[src/memCtrlPkg.sv]
package memCtrlPkg;

  // Port counts
  localparam int NumStores = 2;
  localparam int NumControls = 2;

  // Datapath widths
  localparam int DataWidth = 32;
  localparam int AddrWidth = 8;

  // Control token and outstanding-store counter width
  localparam int CountWidth = 32;

  // One RAM word per address
  localparam int RamDepth = 1 << AddrWidth;

  // One store port's address and data
  typedef struct packed {
    logic [AddrWidth-1:0] addr;
    logic [DataWidth-1:0] data;
  } storeReq_t;

  // Arbiter write request into the RAM and the controller
  typedef struct packed {
    logic                 en;
    logic [AddrWidth-1:0] addr;
    logic [DataWidth-1:0] data;
  } memWrite_t;

  // Host readback request on the second RAM port
  typedef struct packed {
    logic                 en;
    logic [AddrWidth-1:0] addr;
  } hostRead_t;

endpackage
[src/memControllerLoadless.sv]
`timescale 1ns/10ps

module memControllerLoadless (
  input  logic                                                             clk,
  input  logic                                                             rst,
  input  logic [memCtrlPkg::NumControls-1:0][memCtrlPkg::CountWidth-1:0] ctrl,
  input  logic [memCtrlPkg::NumControls-1:0]                             ctrlValid,
  output logic [memCtrlPkg::NumControls-1:0]                             ctrlReady,
  input  memCtrlPkg::memWrite_t                                          memWrite,
  output logic                                                           memDoneValid,
  input  logic                                                           memDoneReady,
  output logic                                                           loadEn,
  output logic [memCtrlPkg::AddrWidth-1:0]                               loadAddr
);
  import memCtrlPkg::*;

  // Stores announced by control tokens but not yet written
  logic [CountWidth-1:0] count;
  logic [CountWidth-1:0] countNext;

  // Sum of all tokens arriving this cycle
  logic [CountWidth-1:0] tokenSum;

  // Tokens are always taken
  assign ctrlReady = '1;

  always_comb begin
    tokenSum = '0;
    for (int i = 0; i < NumControls; i++) begin
      if (ctrlValid[i]) begin
        tokenSum = tokenSum + ctrl[i];
      end
    end
  end

  // Add new tokens and retire one store per RAM write
  assign countNext = count + tokenSum - {{(CountWidth-1){1'b0}}, memWrite.en};

  always_ff @(posedge clk or posedge rst) begin
    if (rst) begin
      count <= '0;
    end else begin
      count <= countNext;
    end
  end

  // Done is a plain level; memDoneReady never holds it back
  assign memDoneValid = (count == '0) && (ctrlValid == '0);

  // Store-only controller, load port stays idle
  assign loadEn   = 1'b0;
  assign loadAddr = '0;

endmodule

[config.mk]
export PLATFORM = sky130hd
export DESIGN_NAME = memControllerLoadless
export DESIGN_NICKNAME = d
export VERILOG_FILES = /design/src/memCtrlPkg.sv /design/src/memControllerLoadless.sv
export SDC_FILE = /design/constraint.sdc
export NUM_CORES = 1
export LEC_CHECK = 0
export BUFFER_PORTS_ARGS = -buffer_cell sky130_fd_sc_hd__buf_4
export CAP_MARGIN = 20
export CORE_ASPECT_RATIO = 0.6
export CORE_MARGIN = 5
export CORE_UTILIZATION = 52
export DETAILED_ROUTE_END_ITERATION = 8
export GPL_TIMING_DRIVEN = 0
export PLACE_DENSITY = 0.82
export SYNTH_ARGS = -nofsm -noshare
export SYNTH_HDL_FRONTEND = slang
export SYNTH_SLANG_ARGS = --single-unit
[constraint.sdc]
create_clock -name clk -period 2.69 [get_ports clk]
set_clock_uncertainty 0.05 [all_clocks]
set_input_delay 0.4035 -clock clk [delete_from_list [all_inputs] [get_ports clk]]
set_output_delay 0.4035 -clock clk [all_outputs]
set_load 0.005 [all_outputs]
== Word level (Yosys, flattened, before mapping) ==
Cells that the tools add are included.

* Output and inout bits: 12
* Word-level logic and storage cells: 9
* Flip-flop bits (word level): 32

* Reduce and logical (&&, ||, !) cells: 3
* Add/subtract/negate cells: 3
* Muxes and demuxes: 2

{| class="wikitable"
|+ Operator list
! kind !! number
|-
| 32-bit adder || 2
|-
| 32-bit two-way mux || 2
|-
| 32-bit logical NOT || 1
|-
| 32-bit by 1-bit subtractor with 32-bit output || 1
|-
| 2-bit logical NOT || 1
|-
| 1-bit logical AND || 1
|}

== Depth between registers and ports, before layout ==
* Word-level depth: 5
* Mapped depth: 33
* Gate-level depth less buffers: 27

== Least setup slack after synthesis ==
No wires, ideal clock.

* Path kind: input port to flip-flop
* Start point: input ctrlValid[0] (netlist bit)
* End point: register count[30]
* Arrival: 5.665 ns
* Slack: -3.094 ns
* Cell stages on the path: 28
* Path buffers: 5
* Path through: buf_6 -> buf_6 -> buf_6 -> clkbuf_1 -> clkbuf_1 -> and2_1 -> ha_1 -> inv_1 -> fa_1 -> nand4b_1 -> o2111ai_2 -> a31oi_4 -> o21ai_0 -> a21oi_1 -> a21boi_0 -> xor2_1 -> nand2_1 -> xnor2_1 -> ha_1 -> inv_1 -> ha_1 -> nand3_1 -> or3_1 -> o211a_1 -> nor4b_1 -> o2111ai_1 -> a311o_1 -> nand3_1

* Word-level cells in the longest chain between the ends: 5

{| class="wikitable"
|+ Ends and longest elaborated chain
! element !! line !! source
|-
| start: declaration || memControllerLoadless.sv:7 || <nowiki>input logic [memCtrlPkg::NumControls-1:0] ctrlValid,</nowiki>
|-
| 32-bit two-way mux (*) || memControllerLoadless.sv:30 || <nowiki>if (ctrlValid[i]) begin</nowiki>
|-
| 32-bit adder || memControllerLoadless.sv:31 || <nowiki>tokenSum = tokenSum + ctrl[i];</nowiki>
|-
| 32-bit two-way mux (*) || memControllerLoadless.sv:30 ||
|-
| 32-bit adder (*) || memControllerLoadless.sv:37 || <nowiki>assign countNext = count + tokenSum - {{(CountWidth-1){1'b0}}, memWrite.en};</nowiki>
|-
| 32-bit by 1-bit subtractor with 32-bit output (*) || memControllerLoadless.sv:37 ||
|-
| via countNext[30] || memControllerLoadless.sv:19 || <nowiki>logic [CountWidth-1:0] countNext;</nowiki>
|-
| end signal: assignment || memControllerLoadless.sv:43 || <nowiki>count <= countNext;</nowiki>
|-
| end: declaration || memControllerLoadless.sv:18 || <nowiki>logic [CountWidth-1:0] count;</nowiki>
|}

Mark *: on every way through the listed nets, which the timed path passes. The rest lies on a longest branch.

== Worst setup path after layout ==
* Start point: input ctrlValid[0] (netlist bit)
* End point: register count[31]

Same word-level chain as after synthesis.

==> impl_metrics.tcl <==
set metrics [dict create \
    grt_pass1_vias 5914 \
    dp_worst_setup_slack_ps -3350 \
    seq_area_um2 801 \
    synthAdderAreaFrac 0.182 \
    r2r-start "count[8]$_DFF_PP0_" \
    crit_arrival_ps 5600 \
    setup_viol 32 \
    cts_buffers 5 \
    setup_slack_ps -2760 \
    synthesis.area_um2 5990 \
    fin_crit_ps 5450 \
    finalMaxSlewViolations 0 \
    synth_mux_area_frac 0.0303 \
    synth_top_family_by_area "compound AO/OA/AOI/OAI gates" \
    grt_max_degree 18 \
    critPathBufInv 8 \
    antenna_left 0 \
    slew_headroom 0.507 \
    wirelength_um 21100 \
    diodes 0 \
    first_pass_iters 5 \
    clk_latency_ps 280 \
    die_area_um2 13800 \
    largestRegisters "count (32)" \
    yosysSeqAreaShare 0.134 \
    worstSetupStartpointType "input port" \
    crit_top_cell "clkbuf_16" \
    path_clk_slew_ps 50 \
    cts_root_buf "clkbuf_16" \
    yosys_warnings 0 \
    pin_count 122 \
    initial_core_util 0.530 \
    synth-simple-area-share 0.180 \
    max_cap_viol_count 0 \
    synth_area_leaders "ha_1 17%, dfrtp_1 13%, xnor2_1 8.2%" \
    largest-register "count" \
    final_nets 1086 \
    antenna_found_initial 0 \
    clock_sinks 32 \
    rows 30 \
    p_leak_uw 0.00378 \
    synth_enable_flop_cells 0 \
    htreeDepth 2 \
    ys_ff_latch 32 \
    route.detailed.drc 0 \
    fp.coreArea_um2 11300 \
    clockBufferDepth 2 \
    grt_first_pass_wirelength_um 29900 \
    synth_top_flop_cell "dfrtp_1" \
    synth_compound_area_frac 0.243 \
    gr-total-overflow 0 \
    failed_checks "negative setup slack" \
    syn2layout_area_growth_pct 33.5 \
    rsz0062_at_grt "true" \
    yosysTopAreaCell "ha_1" \
    synthTopCellsByCount "109 x inv_1, 82 x ha_1, 67 x nand2_1" \
    layout-drive-gt1-share 0.306 \
    cp_top_family "compound AO/OA/AOI/OAI gates" \
    avgViaCountPerCell 6.24 \
    status "finished, violations left" \
    largest_reg_flops 32 \
    max_stage_delay_ps 520 \
    portBuffers 53 \
    end_kind "register" \
    vias 6562 \
    ir_worst_vdd_v 0.000682 \
    fin_crit_sh 2.03 \
    synth_xor_area_frac 0.113 \
    syn_inst 788 \
    fillers 736 \
    hold_class "in -> async" \
    powerDensity_nw_per_um2 1280 \
    dieWidth_um 149 \
    dpl.hpwl_um 13500 \
    ys_types 80 \
    drt-wirelength-per-cell_um 20.0 \
    multi_input_area_um2 5350 \
    path_max_fanout 10 \
    cts_tree "yes" \
    setup_tns_ps -60380 \
    post-synth-top-area-fraction 0.171 \
    tightest_slew_ps 739 \
    routabilityCongestion 0.930 \
    synth_most_common_cell "inv_1" \
    async_flop_share 1.00 \
    syn_avg_cell_area_um2 7.60 \
    crit_type "in -> reg" \
    critPathLaunch "ctrlValid[0]" \
    die_y_um 93.1 \
    drt_iter0_drc 879 \
    grt_usage 0.264 \
    max_freq_mhz 184 \
    required_ps 2840 \
    cpMaxStageDelayCell "a41oi_1" \
    final_hold_viol_count 0 \
    hold_buffers 0 \
]
final timing paths:
path,to,slack (ps),cells after the start
setup / recovery,count[31]$_DFF_PP0_,-2760,27
hold / removal,count[5]$_DFF_PP0_,210,2
setup reg to reg,count[31]$_DFF_PP0_,-600,13
hold reg to reg,count[0]$_DFF_PP0_,600,1
max in group asynchronous,count[0]$_DFF_PP0_,1830,3
min in group clk,count[31]$_DFF_PP0_,570,4
where the power goes:
group	leakage (µW)	internal [µW]	switching (µW)	total (µW)
combinational	0.00334	4040	4640	8680
sequential	0.000372	829	197	1030
clock	0.0000667	336	207	543
total	0.00378	5210	5040	10300
per-layer routing:
| layer | global-route usage | up-vias | wire (µm) |
|---|---|---|---|
| met4 | 0.0569 | 0 | 886 |
| met3 | 0.0600 | 101 | 2380 |
| met5 | 0 | - | 0 |
| li1 | - | 2920 | - |
| met2 | 0.398 | 481 | 8970 |
| met1 | 0.385 | 3060 | 8810 |
cell usage in the layout (no fill, tap or decap), drive strengths merged, types with 8 or more instances in the layout:
| cell type | instances |
|---|---|
| nor2 | 34 |
| a21oi | 54 |
| and2 | 23 |
| o21bai | 10 |
| xnor2 | 56 |
| conb | 11 |
| nor3 | 9 |
| dfrtp | 32 |
| a31oi | 14 |
| nand2b | 12 |
| xor2 | 21 |
| a21o | 31 |
| ha | 82 |
| mux2i | 17 |
| clkbuf | 17 |
| nor4 | 8 |
| nand3 | 13 |
| inv | 109 |
| o21ai | 45 |
| nand2 | 67 |
| a211oi | 9 |
| buf | 121 |
worst reg2reg max path, stage by stage, from the launching register on:
cell and delay, ps:
dfrtp_1 380, inv_1 90, ha_1 300, inv_1 60, ha_1 430, a211oi_1 270
o21bai_1 130, a211oi_2 440, nand3_2 120, a31o_2 290, o21ai_2 160, a311oi_2 140
xnor2_1 210, xnor2_1 150
cells by family after synthesis:
kind of cell,Yosys count
mux,18
compound gates,212
other cells,2
xor+xnor,77
fa+ha+maj,86
simple gates,208
buf+inv,153
flops,32
metrics by stage:
stage | hold slack [ps] | instances | instance area, µm² | util | power (µW)
CTS | 218 | 1036 | 7590 | 0.672 | 8640
floorplan | 430 | 797 | 6280 | - | 5860
finish | 207 | 1052 | 7990 | 0.707 | 10300
global placement | 528 | 1010 | 6880 | 0.609 | 6910
detailed placement | 500 | 1011 | 6910 | 0.611 | 7100
global route | 271 | 1052 | 7990 | 0.707 | 10900
what timing repair did:
action | 4_1_cts | 5_1_grt
pin swaps | 59 | 53
gates resized for setup | 73 | 57
buffers inserted | 19 | 17
hold endpoints to repair | 0 | 0
setup endpoints to repair | 31 | 32
area by class of cell:
type | instances | share of cell area
Timing Repair Buffer | 89 | 0.0908
Buffer | 43 | 0.0460
Clock buffer | 6 | 0.0161
Sequential cell | 32 | 0.100
Multi-Input combinational cell | 612 | 0.670
Inverter | 109 | 0.0512
Clock inverter | 1 | 0.000626
Tap cell | 160 | 0.0251
(Power assumes the default switching activity.)
