==> config.mk <==
export PLATFORM = sky130hd
export DESIGN_NAME = storeArbiter
export DESIGN_NICKNAME = d
export VERILOG_FILES = /design/src/memCtrlPkg.sv /design/src/storeArbiter.sv
export SDC_FILE = /design/constraint.sdc
export NUM_CORES = 1
export LEC_CHECK = 0
export ABC_AREA = 0
export BUFFER_PORTS_ARGS = -buffer_cell sky130_fd_sc_hd__buf_2
export CAP_MARGIN = 20
export CELL_PAD_IN_SITES_DETAIL_PLACEMENT = 2
export CELL_PAD_IN_SITES_GLOBAL_PLACEMENT = 2
export CORE_MARGIN = 10
export CORE_UTILIZATION = 22
export CTS_CLUSTER_DIAMETER = 120
export DETAILED_ROUTE_END_ITERATION = 7
export PLACE_DENSITY_LB_ADDON = 0.1
export SLEW_MARGIN = 15
export SYNTH_ARGS = -nofsm -noshare
export SYNTH_HDL_FRONTEND = slang
export SYNTH_SLANG_ARGS = --single-unit
==> constraint.sdc <==
create_clock -name clk -period 0.8 [get_ports clk]
set_clock_uncertainty 0.1 [all_clocks]
set_input_delay 0.08 -clock clk [delete_from_list [all_inputs] [get_ports clk]]
set_output_delay 0.08 -clock clk [all_outputs]
set_load 0.01 [all_outputs]
==> src/memCtrlPkg.sv <==
package memCtrlPkg;

  // Port counts
  localparam int NumStores = 2;
  localparam int NumControls = 2;

  // Datapath widths
  localparam int DataWidth = 32;
  localparam int AddrWidth = 8;

  // Control token and outstanding-store counter width
  localparam int CountWidth = 32;

  // One RAM word per address
  localparam int RamDepth = 1 << AddrWidth;

  // One store port's address and data
  typedef struct packed {
    logic [AddrWidth-1:0] addr;
    logic [DataWidth-1:0] data;
  } storeReq_t;

  // Arbiter write request into the RAM and the controller
  typedef struct packed {
    logic                 en;
    logic [AddrWidth-1:0] addr;
    logic [DataWidth-1:0] data;
  } memWrite_t;

  // Host readback request on the second RAM port
  typedef struct packed {
    logic                 en;
    logic [AddrWidth-1:0] addr;
  } hostRead_t;

endpackage
==> src/storeArbiter.sv <==
`timescale 1ns/10ps

module storeArbiter (
  input  logic                                             clk,
  input  logic                                             rst,
  input  memCtrlPkg::storeReq_t [memCtrlPkg::NumStores-1:0] stReq,
  input  logic [memCtrlPkg::NumStores-1:0]                 stAddrValid,
  input  logic [memCtrlPkg::NumStores-1:0]                 stDataValid,
  output logic [memCtrlPkg::NumStores-1:0]                 stReady,
  output memCtrlPkg::memWrite_t                            memWrite
);
  import memCtrlPkg::*;

  // A port is complete when address and data are both offered
  logic [NumStores-1:0] complete;
  logic [NumStores-1:0] grant;

  // Request chosen this cycle
  storeReq_t selReq;

  // Request being written next cycle
  storeReq_t pendReq;
  logic      pendEn;

  assign complete = stAddrValid & stDataValid;

  // Fixed priority, lowest index first
  always_comb begin
    logic found;
    found = 1'b0;
    grant = '0;
    for (int i = 0; i < NumStores; i++) begin
      if (complete[i] && !found) begin
        grant[i] = 1'b1;
        found = 1'b1;
      end
    end
  end

  // Pick the granted port's payload
  always_comb begin
    selReq = '0;
    for (int i = 0; i < NumStores; i++) begin
      if (grant[i]) begin
        selReq = stReq[i];
      end
    end
  end

  // Address and data channels of a port handshake together
  assign stReady = grant;

  // Write enable for the accepted store, one cycle later
  always_ff @(posedge clk or posedge rst) begin
    if (rst) begin
      pendEn <= 1'b0;
    end else begin
      pendEn <= |grant;
    end
  end

  // Payload only matters while pendEn is high
  always_ff @(posedge clk) begin
    if (|grant) begin
      pendReq <= selReq;
    end
  end

  assign memWrite = '{en: pendEn, addr: pendReq.addr, data: pendReq.data};

endmodule

After elaboration in Yosys (flattened, before gate mapping)
Index checks and enable logic that the tools add are counted.
W data, S select, Z words.
- reductions and logical operators: 3
- bitwise operators: 1
- mux-type cells: 4
- operator list (kind ; count):
    $mux W40 ; 2
    $and A2 B2 Y2 ; 1
    $mux W1 ; 2
    $reduce_or A2 Y1 ; 1
    $logic_and A1 B1 Y1 ; 1
    $logic_not A1 Y1 ; 1
- logic and storage cells: 11
- input bits: 86
- output and inout bits: 43
- flip-flop bits (word level): 41

Depth between registers and ports, before layout
Gate-level depths: netlist of the first run.
- word-level depth: 6
- depth in mapped cells: 4
- mapped depth without buffers: 2

Worst setup path before layout of the first run
No wires, ideal clock.
- path kind: input to register
- from: in stAddrValid[0] (netlist name)
- to: reg pendReq (netlist bit memWrite[0]), enable pin
- library setup time: 0.404 ns
- path buffers: 1
- data arrival time: 1.394 ns
- required time: 0.296 ns
- path slack: -1.098 ns
- stages on the path: 3
- cell sequence: and2_4 buf_6 nand2b_1
- cells in the longest elaborated chain, start to end: 6
- ends and longest elaborated chain (what ; RTL line ; RTL):
    from (decl) ; storeArbiter.sv:7 ; input logic [memCtrlPkg::NumStores-1:0] stAddrValid,
    $and A2 B2 Y2 (*) ; storeArbiter.sv:25 ; assign complete = stAddrValid & stDataValid;
    $mux W1 (*) ; storeArbiter.sv:33 ; if (complete[i] && !found) begin
    $logic_not A1 Y1 ; storeArbiter.sv:33 ;
    $logic_and A1 B1 Y1 ; storeArbiter.sv:33 ;
    $mux W1 ; storeArbiter.sv:33 ;
    $reduce_or A2 Y1 (*) ; storeArbiter.sv:64 ; if (|grant) begin
    to (signal assigned) ; storeArbiter.sv:65 ; pendReq <= selReq;
    to (decl) ; storeArbiter.sv:22 ; storeReq_t pendReq;
Mark *: on every way between the ends. The rest lies on a longest branch, timed or not.
A chain may end at the register's enable or synchronous reset.

Final worst setup path of the first run
- from: reg pendReq (netlist bit memWrite[5])
- to: out memWrite[5] (netlist name)
- RTL lines (what ; RTL line ; RTL):
    to (decl) ; storeArbiter.sv:10 ; output memCtrlPkg::memWrite_t memWrite
No word-level cell between the ends.

==> results of run 1 <==
==> routing by layer <==
| layer | routed length, um | track usage | up-vias |
|---|---|---|---|
| li1 | - | - | 975 |
| met2 | 4450 | 0.206 | 72 |
| met4 | 52 | 0.0256 | 0 |
| met1 | 3810 | 0.144 | 1001 |
| met5 | 0 | 0 | - |
| met3 | 548 | 0.0398 | 6 |
==> per-stage QoR <==
stage / setup TNS [ns] / setup WS [ns] / total power, mW / utilization
2_1_floorplan: -18.11 / -0.381 / 3.33 / -
3_3_place_gp: -23.60 / -0.333 / 3.95 / 0.306
3_5_place_dp: -24.35 / -0.340 / 3.97 / 0.306
4_1_cts: -8.65 / -0.269 / 5.32 / 0.323
5_1_grt: -9.61 / -0.286 / 5.53 / 0.328
6_report: -7.77 / -0.240 / 5.23 / 0.328
==> final timing paths <==
kind | endpoint | startpoint | slack (ns)
max | memWrite[5] | memWrite[5] | -0.24
min in group asynchronous | pendEn | rst | 0.06
max in group asynchronous | pendEn | rst | 0.45
min | memWrite[36] | stReq[36] | -0.007
==> repair_timing <==
item / CTS / global route
hold endpoints to repair: 29 / 7
resized for setup: 7 / 11
buffers inserted: 4 / 1
setup endpoints to repair: 79 / 67
pin swaps: 2 / 1
gates cloned: 1 / 0
==> area by class of cell <==
type,instances,area share
clock buffer,6,0.0228
clock inverter,1,0.00118
inverter,1,0.00118
multi-input combinational,124,0.247
sequential,41,0.385
tap,133,0.0522
timing repair buffer,151,0.291
==> registers in the layout, indices dropped and copies added, names as in the netlist <==
signal / cells
memWrite: 40
pendEn: 1
==> power groups by stage <==
| stage | Clock (mW) | Combinational (mW) | Sequential [mW] |
|---|---|---|---|
| 3_5_place_dp | 0 | 1.23 | 2.74 |
| 5_1_grt | 1.41 | 1.40 | 2.72 |
| 2_1_floorplan | 0 | 0.471 | 2.86 |
| 3_3_place_gp | 0 | 1.21 | 2.74 |
| 4_1_cts | 1.34 | 1.28 | 2.70 |
| 6_report | 1.27 | 1.27 | 2.69 |
==> cell usage after synthesis <==
master,count
nand2_1,1
edfxtp_1,40
nand3_1,80
o21ai_1,2
nand2b_1,1
o21ai_2,38
buf_12,4
nor2_1,1
buf_6,1
buf_4,1
dfrtp_1,1
and2_4,1
buf_2,14
inv_1,1
clkbuf_1,4
==> logic make-up after synthesis <==
kind of cell	synth area share
compound gates	0.157
buf+inv	0.0861
flops	0.563
simple gates	0.194
==> impl_results.md, run 1 <==
- Status: complete, but fails checks
- Violated checks: negative hold slack, negative setup slack
- Final setup viols: 42
- Drc violations: 0
- TritonCTS clock tree: built
- DP Area: 2980 um^2
- HPWL Detailed: 6790 um
- Syn Area/Cell: 11.5 um^2
- Reg area: 1230 um^2
- Commonest cells after routing, fill and taps aside: buf_2, nand3_1, edfxtp_1, o21ai_2, buf_4
- Die W: 120 um
- FILL cells: 1108
- Crit path max fanout: 1
- Hold Worst Slack: -0.00724 ns
- Internal: 3.79 mW
- Routed wire length: 8860 um
- Largest net degree at the start of global routing: 26
- Cell Pwr Density: 1640 nW/um^2
- Relative slew slack: 0.808
- Clock slew at reported path FFs: 0.07 ns
- LEAKAGE: 1.33 nW
- Number of global-route vias before repair: 2333
- Share of cells above drive strength 1: 0.608
- Total CTS buffers: 5
- Post-synth cell types: 15
- Placed Instances: 444
- Syn-to-layout area delta: 46.2%
- NetSw: 1.44 mW
- Routed wire length per instance: 19.4 um
- CP bufs+invs: 1
- Initial antenna violation count: 0
- Via count: 2054
- Final-stage net count: 410
- Top cell family by delay on the critical path: flip-flops
- GPL Wtd Cong: 0.693
- Commonest non-fill, non-tap cell in the layout: buf_2
- Htree depth: 2
- Num rows: 36
- Remaining global-route overflow: 0
- Crit-path cells: buf_6
- Final hold violation count: 17
- Die footprint: 14300 um^2
- YS warnings: 0
- Switch share: 0.275
- Register bit total from synthesis: 41
- Area occupied by multi-input gates: 788 um^2
- Seq/Total Area, Yosys: 0.563
- Worst setup EP type: output pin
- Max-Cap Viols: 0
- Worst-case clock buffer depth: 2
- Req. time, crit path: 0.62 ns
- Fin cells: 457
- Initial DRC count: 65
- Post-route ant nets: 0
- CTS sink cnt: 41
- Max-slew violations: 0
- Leading area contributor after synthesis: edfxtp_1
- Critical path's slowest cell: edfxtp_1
- Syn Inst Count: 190
- I/O pin total: 129
- Hold depth: 3
- Comb pwr share: 0.242
- WP data arrival: 0.86 ns
- Worst hold path class: primary input to flip-flop
- Yosys top cell area share: 0.551
- Die height: 120 um
- Fin area: 3190 um^2
- Post-synth net total: 276
- Total track usage: 0.121
- Antenna Cells: 0
- Max Clk Rate: 962 MHz
- RSZ-0062 raised after global routing: yes
- Cts hold-fix bufs: 1
- Drt first pass iters: 4
- Vias per cell: 4.49
- First-pass GRT wire length: 13600 um
- WP depth: 1
- VDD IR max: 0.511 mV
- Seq pwr share: 0.515
- Crit path largest cell delay: 0.42 ns
- Root buf cell: clkbuf_8
- Worst slew pin tran: 0.287 ns
- PortBufs: 128
- Core Footprint: 9730 um^2
- Clock share of power: 0.243
- Synthesized cell area: 2180 um^2
- Synth top area cells: edfxtp_1, nand3_1, o21ai_2
- Fin crit share: 1.30
- Initial Util: 0.224
- Final worst setup slack: -0.240 ns
- Final min period: 1.04 ns
- Setup CP Type: flip-flop to output pin
- Worst setup SP type: flip-flop
Power figures use the tool's default switching activity.
==> run 2: changes to the inputs <==
--- a/config.mk
+++ b/config.mk
@@ -13,8 +13,10 @@
 export CORE_MARGIN = 10
 export CORE_UTILIZATION = 22
 export CTS_CLUSTER_DIAMETER = 120
+export CTS_CLUSTER_SIZE = 40
 export DETAILED_ROUTE_END_ITERATION = 7
 export PLACE_DENSITY_LB_ADDON = 0.1
+export SKIP_LAST_GASP = 1
 export SLEW_MARGIN = 15
 export SYNTH_ARGS = -nofsm -noshare
 export SYNTH_HDL_FRONTEND = slang
==> impl_results.md, run 2 (same netlist as run 1, synthesis figures left out) <==
- RSZ-0062 raised after global routing: yes
- Worst hold path class: primary input to flip-flop
- Largest net degree at the start of global routing: 26 (unchanged)
- Initial DRC count: 68 (+4.6%)
- TritonCTS clock tree: built
- Drc violations: 0 (unchanged)
- LEAKAGE: 1.32 nW (-0.94%)
- Clock slew at reported path FFs: 0.07 ns (about the same)
- Req. time, crit path: 0.62 ns (about the same)
- Max-slew violations: 0 (unchanged)
- Total CTS buffers: 5 (unchanged)
- Post-route ant nets: 0 (unchanged)
- Top cell family by delay on the critical path: flip-flops
- Tot Pwr: 5.21 mW (-0.31%)
- Num rows: 36 (unchanged)
- PortBufs: 128 (unchanged)
- Remaining global-route overflow: 0 (unchanged)
- Share of cells above drive strength 1: 0.607 (-0.00121)
- Via count: 2038 (-0.78%)
- Htree depth: 2 (unchanged)
- Worst setup SP type: flip-flop
- GPL Wtd Cong: 0.693 (unchanged)
- Die footprint: 14300 um^2 (unchanged)
- Flip-flop count of the largest register after layout: 40 (unchanged)
- Initial Util: 0.224 (unchanged)
- Final-stage net count: 409 (-0.24%)
- Final setup viols: 42 (unchanged)
- Setup CP Type: flip-flop to output pin
- Root buf cell: clkbuf_8
- Fin cells: 456 (-0.22%)
- Routed wire length: 8830 um (-0.42%)
- Fin crit share: 1.30 (-0.00271)
- Antenna Cells: 0 (unchanged)
- Setup TNS: -7.72 ns (+0.0503 ns)
- Crit path largest cell delay: 0.42 ns (about the same)
- Die height: 120 um (unchanged)
- Relative slew slack: 0.810 (+0.00117)
- First-pass GRT wire length: 13600 um (-0.10%)
- Vias per cell: 4.47 (-0.56%)
- Drt first pass iters: 4 (unchanged)
- DP Area: 2980 um^2 (unchanged)
- Max-Cap Viols: 0 (unchanged)
- Worst slew pin tran: 0.286 ns (-0.00176 ns)
- CTS sink cnt: 41 (unchanged)
- WP data arrival: 0.86 ns (about the same)
- CP bufs+invs: 1 (unchanged)
- Final worst setup slack: -0.238 ns (+0.00217 ns)
- Critical path's slowest cell: edfxtp_1
- Crit-path cells: buf_6
- VDD IR max: 0.511 mV (about the same)
- Status: complete, but fails checks
- Number of global-route vias before repair: 2332 (-0.043%)
- Cts hold-fix bufs: 1 (unchanged)
- Hold Worst Slack: -0.00509 ns (+0.00215 ns)
- Worst-case clock buffer depth: 2 (unchanged)
- Max Clk Rate: 964 MHz (+0.21%)
- Die W: 120 um (unchanged)
- I/O pin total: 129 (unchanged)
- Final hold violation count: 14 (-3)
- Initial antenna violation count: 0 (unchanged)
- Commonest non-fill, non-tap cell in the layout: buf_2
- Crit path max fanout: 1 (unchanged)
- Worst setup EP type: output pin
- Setup WS pre-CTS: -0.340 ns (unchanged)
- Placed Instances: 444 (unchanged)
- Final min period: 1.04 ns (-0.00217 ns)
- Fin area: 3160 um^2 (-0.86%)
- HPWL Detailed: 6790 um (unchanged)
- Commonest cells after routing, fill and taps aside: buf_2, nand3_1, edfxtp_1, o21ai_2, buf_4
- Core Footprint: 9730 um^2 (unchanged)
- Cell Pwr Density: 1650 nW/um^2 (+0.56%)
- Syn-to-layout area delta: 44.9%
- Routed wire length per instance: 19.4 um (-0.20%)
- Violated checks: negative hold slack, negative setup slack
- Total track usage: 0.121 (about the same)
[run 2: cell types whose count changed in the layout (fill, tap and decap cells not counted)]
cell and change:
buf_6 +2, buf_8 -1, buf_4 -1, buf_16 -1
[run 2: metal layers]
metal,share of wire,wire (um),global-route usage,up-vias
met5,0,0,0,-
met4,0.0060,53,0.0256,0
met3,0.059,524,0.0398,4
met2,0.50,4430,0.206,72
met1,0.43,3820,0.144,990
li1,-,-,-,972
[run 2: worst paths after layout]
check / endpoint / cells after the start / slack (ns) / from
worst min-delay path: memWrite[36] / 3 / -0.005 / stReq[36]
worst max-delay path: memWrite[5] / 1 / -0.24 / memWrite[5]
max in group asynchronous: pendEn / 3 / 0.44 / rst
min in group asynchronous: pendEn / 3 / 0.06 / rst
[run 2: power breakdown]
group / internal, mW / total [mW] / leakage [nW] / switching [mW]
combinational: 0.561 / 1.25 / 0.891 / 0.689
clock: 0.589 / 1.27 / 0.0387 / 0.681
sequential: 2.63 / 2.69 / 0.386 / 0.0676
[run 2: layout make-up]
class | instances | area [um^2]
tap | 133 | 166
multi-input combinational | 124 | 788
timing repair buffer | 150 | 898
inverter | 1 | 3.75
clock inverter | 1 | 3.75
sequential | 41 | 1230
fill | 1108 | 6570
clock buffer | 6 | 72.6
[run 2: timing repair]
item,in CTS,in global routing
setup endpoints to repair,79,77
buffers inserted,4,1
pin swaps,2,1
gates cloned,1,0
gates resized for setup,6,11
hold endpoints to repair,29,7
[run 2: stage by stage]
step | hold WS [ns] | utilization
floorplan | -0.291 | -
global placement | -0.180 | 0.306
detailed placement | -0.176 | 0.306
CTS | -0.0147 | 0.323
global route | -0.00863 | 0.325
finish | -0.00509 | 0.325
==> run 3: changes to the inputs <==
--- a/config.mk
+++ b/config.mk
@@ -15,7 +15,8 @@
 export CTS_CLUSTER_DIAMETER = 120
 export CTS_CLUSTER_SIZE = 40
 export DETAILED_ROUTE_END_ITERATION = 7
-export PLACE_DENSITY_LB_ADDON = 0.1
+export PLACE_DENSITY = 0.73
+export SETUP_SLACK_MARGIN = 0.05
 export SKIP_LAST_GASP = 1
 export SLEW_MARGIN = 15
 export SYNTH_ARGS = -nofsm -noshare
==> impl_results.md, run 3 (same netlist as run 1, synthesis figures left out) <==
- Global routing usage on met3: 0.0394 (-0.000469)
- Max-slew violations: 0 (unchanged)
- Initial DRC count: 86 (+26%)
- Setup TNS: -11.69 ns (-3.97 ns)
- Hold depth: 3 (unchanged)
- Setup CP Type: flip-flop to output pin
- Total CTS buffers: 5 (unchanged)
- Core Footprint: 9730 um^2 (unchanged)
- Total track usage: 0.123 (+0.00206)
- GPL Wtd Cong: 0.715 (+3.2%)
- Relative slew slack: 0.830 (+0.0203)
- First-pass GRT wire length: 14000 um (+2.9%)
- Initial Util: 0.224 (unchanged)
- Status: complete, but fails checks
- CP bufs+invs: 1 (unchanged)
- M2 GR Usage: 0.208 (+0.00172)
- Fin crit share: 1.28 (-0.0180)
- Crit path largest cell delay: 0.40 ns (-0.02 ns)
- Final-stage net count: 422 (+3.2%)
- Crit path max fanout: 1 (unchanged)
- Vias per cell: 4.59 (+2.6%)
- Worst setup EP type: output pin
- Final min period: 1.02 ns (-0.0144 ns)
- Violated checks: negative hold slack, negative setup slack
- Commonest cells after routing, fill and taps aside: buf_2, nand3_1, edfxtp_1, o21ai_2, buf_6
- Routed wire length: 9760 um (+11%)
- Cts hold-fix bufs: 1 (unchanged)
- Initial antenna violation count: 0 (unchanged)
- Worst-case clock buffer depth: 2 (unchanged)
- Req. time, crit path: 0.62 ns (about the same)
- Worst slew pin tran: 0.255 ns (-0.0305 ns)
- Clock slew at reported path FFs: 0.07 ns (about the same)
- Cell Pwr Density: 1580 nW/um^2 (-4.2%)
- Fin area: 3570 um^2 (+13%)
- Crit-path cells: buf_2
- Die footprint: 14300 um^2 (unchanged)
- I/O pin total: 129 (unchanged)
- Met1 GRT Util: 0.147 (+0.00338)
- Top cell family by delay on the critical path: flip-flops
- LEAKAGE: 1.49 nW (+13%)
- Syn-to-layout area delta: 63.6%
- Hold Worst Slack: -0.0123 ns (-0.00720 ns)
- FILL cells: 1081 (-2.4%)
- Remaining global-route overflow: 0 (unchanged)
- Die W: 120 um (unchanged)
- WP data arrival: 0.84 ns (-0.02 ns)
- Largest net degree at the start of global routing: 25 (-3.8%)
- Gr busiest metal: met2
- Antenna Cells: 0 (unchanged)
- Drc violations: 0 (unchanged)
- Final worst setup slack: -0.223 ns (+0.0144 ns)
- Die height: 120 um (unchanged)
- Hold Path Sink: memWrite[30]
- Setup WS pre-CTS: -0.341 ns (-0.000620 ns)
- Final setup viols: 77 (+83%)
- Final hold violation count: 12 (-2)
- Num rows: 36 (unchanged)
- Worst setup SP type: flip-flop
- Routed wire length per instance: 20.8 um (+7.2%)
- Share of cells above drive strength 1: 0.632 (+0.0252)
- Number of global-route vias before repair: 2416 (+3.6%)
- Root buf cell: clkbuf_8
- DP Area: 2960 um^2 (-0.50%)
- Htree depth: 2 (unchanged)
- Post-route ant nets: 0 (unchanged)
- Hold path startpoint: stReq[30]
- Finished Core Util: 0.367 (+0.0418)
- VDD IR max: 0.563 mV (+10%)
- PortBufs: 128 (unchanged)
- Commonest non-fill, non-tap cell in the layout: buf_2
- Flip-flop count of the largest register after layout: 40 (unchanged)
- Drt first pass iters: 4 (unchanged)
- CTS sink cnt: 41 (unchanged)
- TritonCTS clock tree: built
- Max Clk Rate: 977 MHz (+1.4%)
- HPWL Detailed: 6440 um (-5.2%)
- Critical path's slowest cell: edfxtp_1
- RSZ-0062 raised after global routing: yes
- Worst hold path class: primary input to flip-flop
- Via count: 2156 (+5.8%)
- Max-Cap Viols: 0 (unchanged)
==> run 3: cell types whose count changed in the layout (fill, tap and decap cells not counted), sizes merged <==
cell    previous run  this run
clkinv             1         0
clkbuf             6        16
buf              149       154
==> run 3: power breakdown <==
part | leakage (nW) | internal, mW | switching, mW
Combinational | 1.06 | 0.779 | 0.774
Sequential | 0.386 | 2.62 | 0.0613
Clock | 0.0455 | 0.704 | 0.690
==> run 3: worst max-delay path by stage <==
stage / depth (start not counted) / endpoint / slack [ns] / start
3_5_place_dp: 4 / memWrite[28] / -0.34 / stAddrValid[0]
6_report: 1 / memWrite[14] / -0.22 / memWrite[14]
2_1_floorplan: 3 / memWrite[0] / -0.38 / stAddrValid[0]
3_3_place_gp: 4 / memWrite[16] / -0.32 / stAddrValid[0]
5_1_grt: 1 / memWrite[1] / -0.26 / memWrite[1]
4_1_cts: 1 / memWrite[2] / -0.24 / memWrite[2]
==> run 3: repair_timing <==
item                       4_1_cts  5_1_grt
gates resized for setup         11       26
setup endpoints to repair       87      120
gates cloned                     4        9
hold endpoints to repair        22        2
setup buffers                    8        5
pin swaps                        2        0
==> run 3: per-stage QoR <==
stage,power (mW),instances
2_1_floorplan,3.34,190
3_3_place_gp,3.89,439
3_5_place_dp,3.94,439
4_1_cts,5.52,460
5_1_grt,5.95,470
6_report,5.63,470
==> run 3: area by class of cell <==
cell class,count,area (um^2),share of cell area
Inverter,1,3.75,0.00105
Clock buffer,8,90.1,0.0253
Timing Repair Buffer,163,1280,0.359
Multi-Input combinational cell,124,800,0.224
Sequential cell,41,1230,0.344
Tap cell,133,166,0.0467
==> run 3: metal layers <==
metal  vias up  wire length [um]
li1       1003                 -
met4         0                87
met2        79              4830
met1      1068              4180
met5         -                 0
met3         6               662
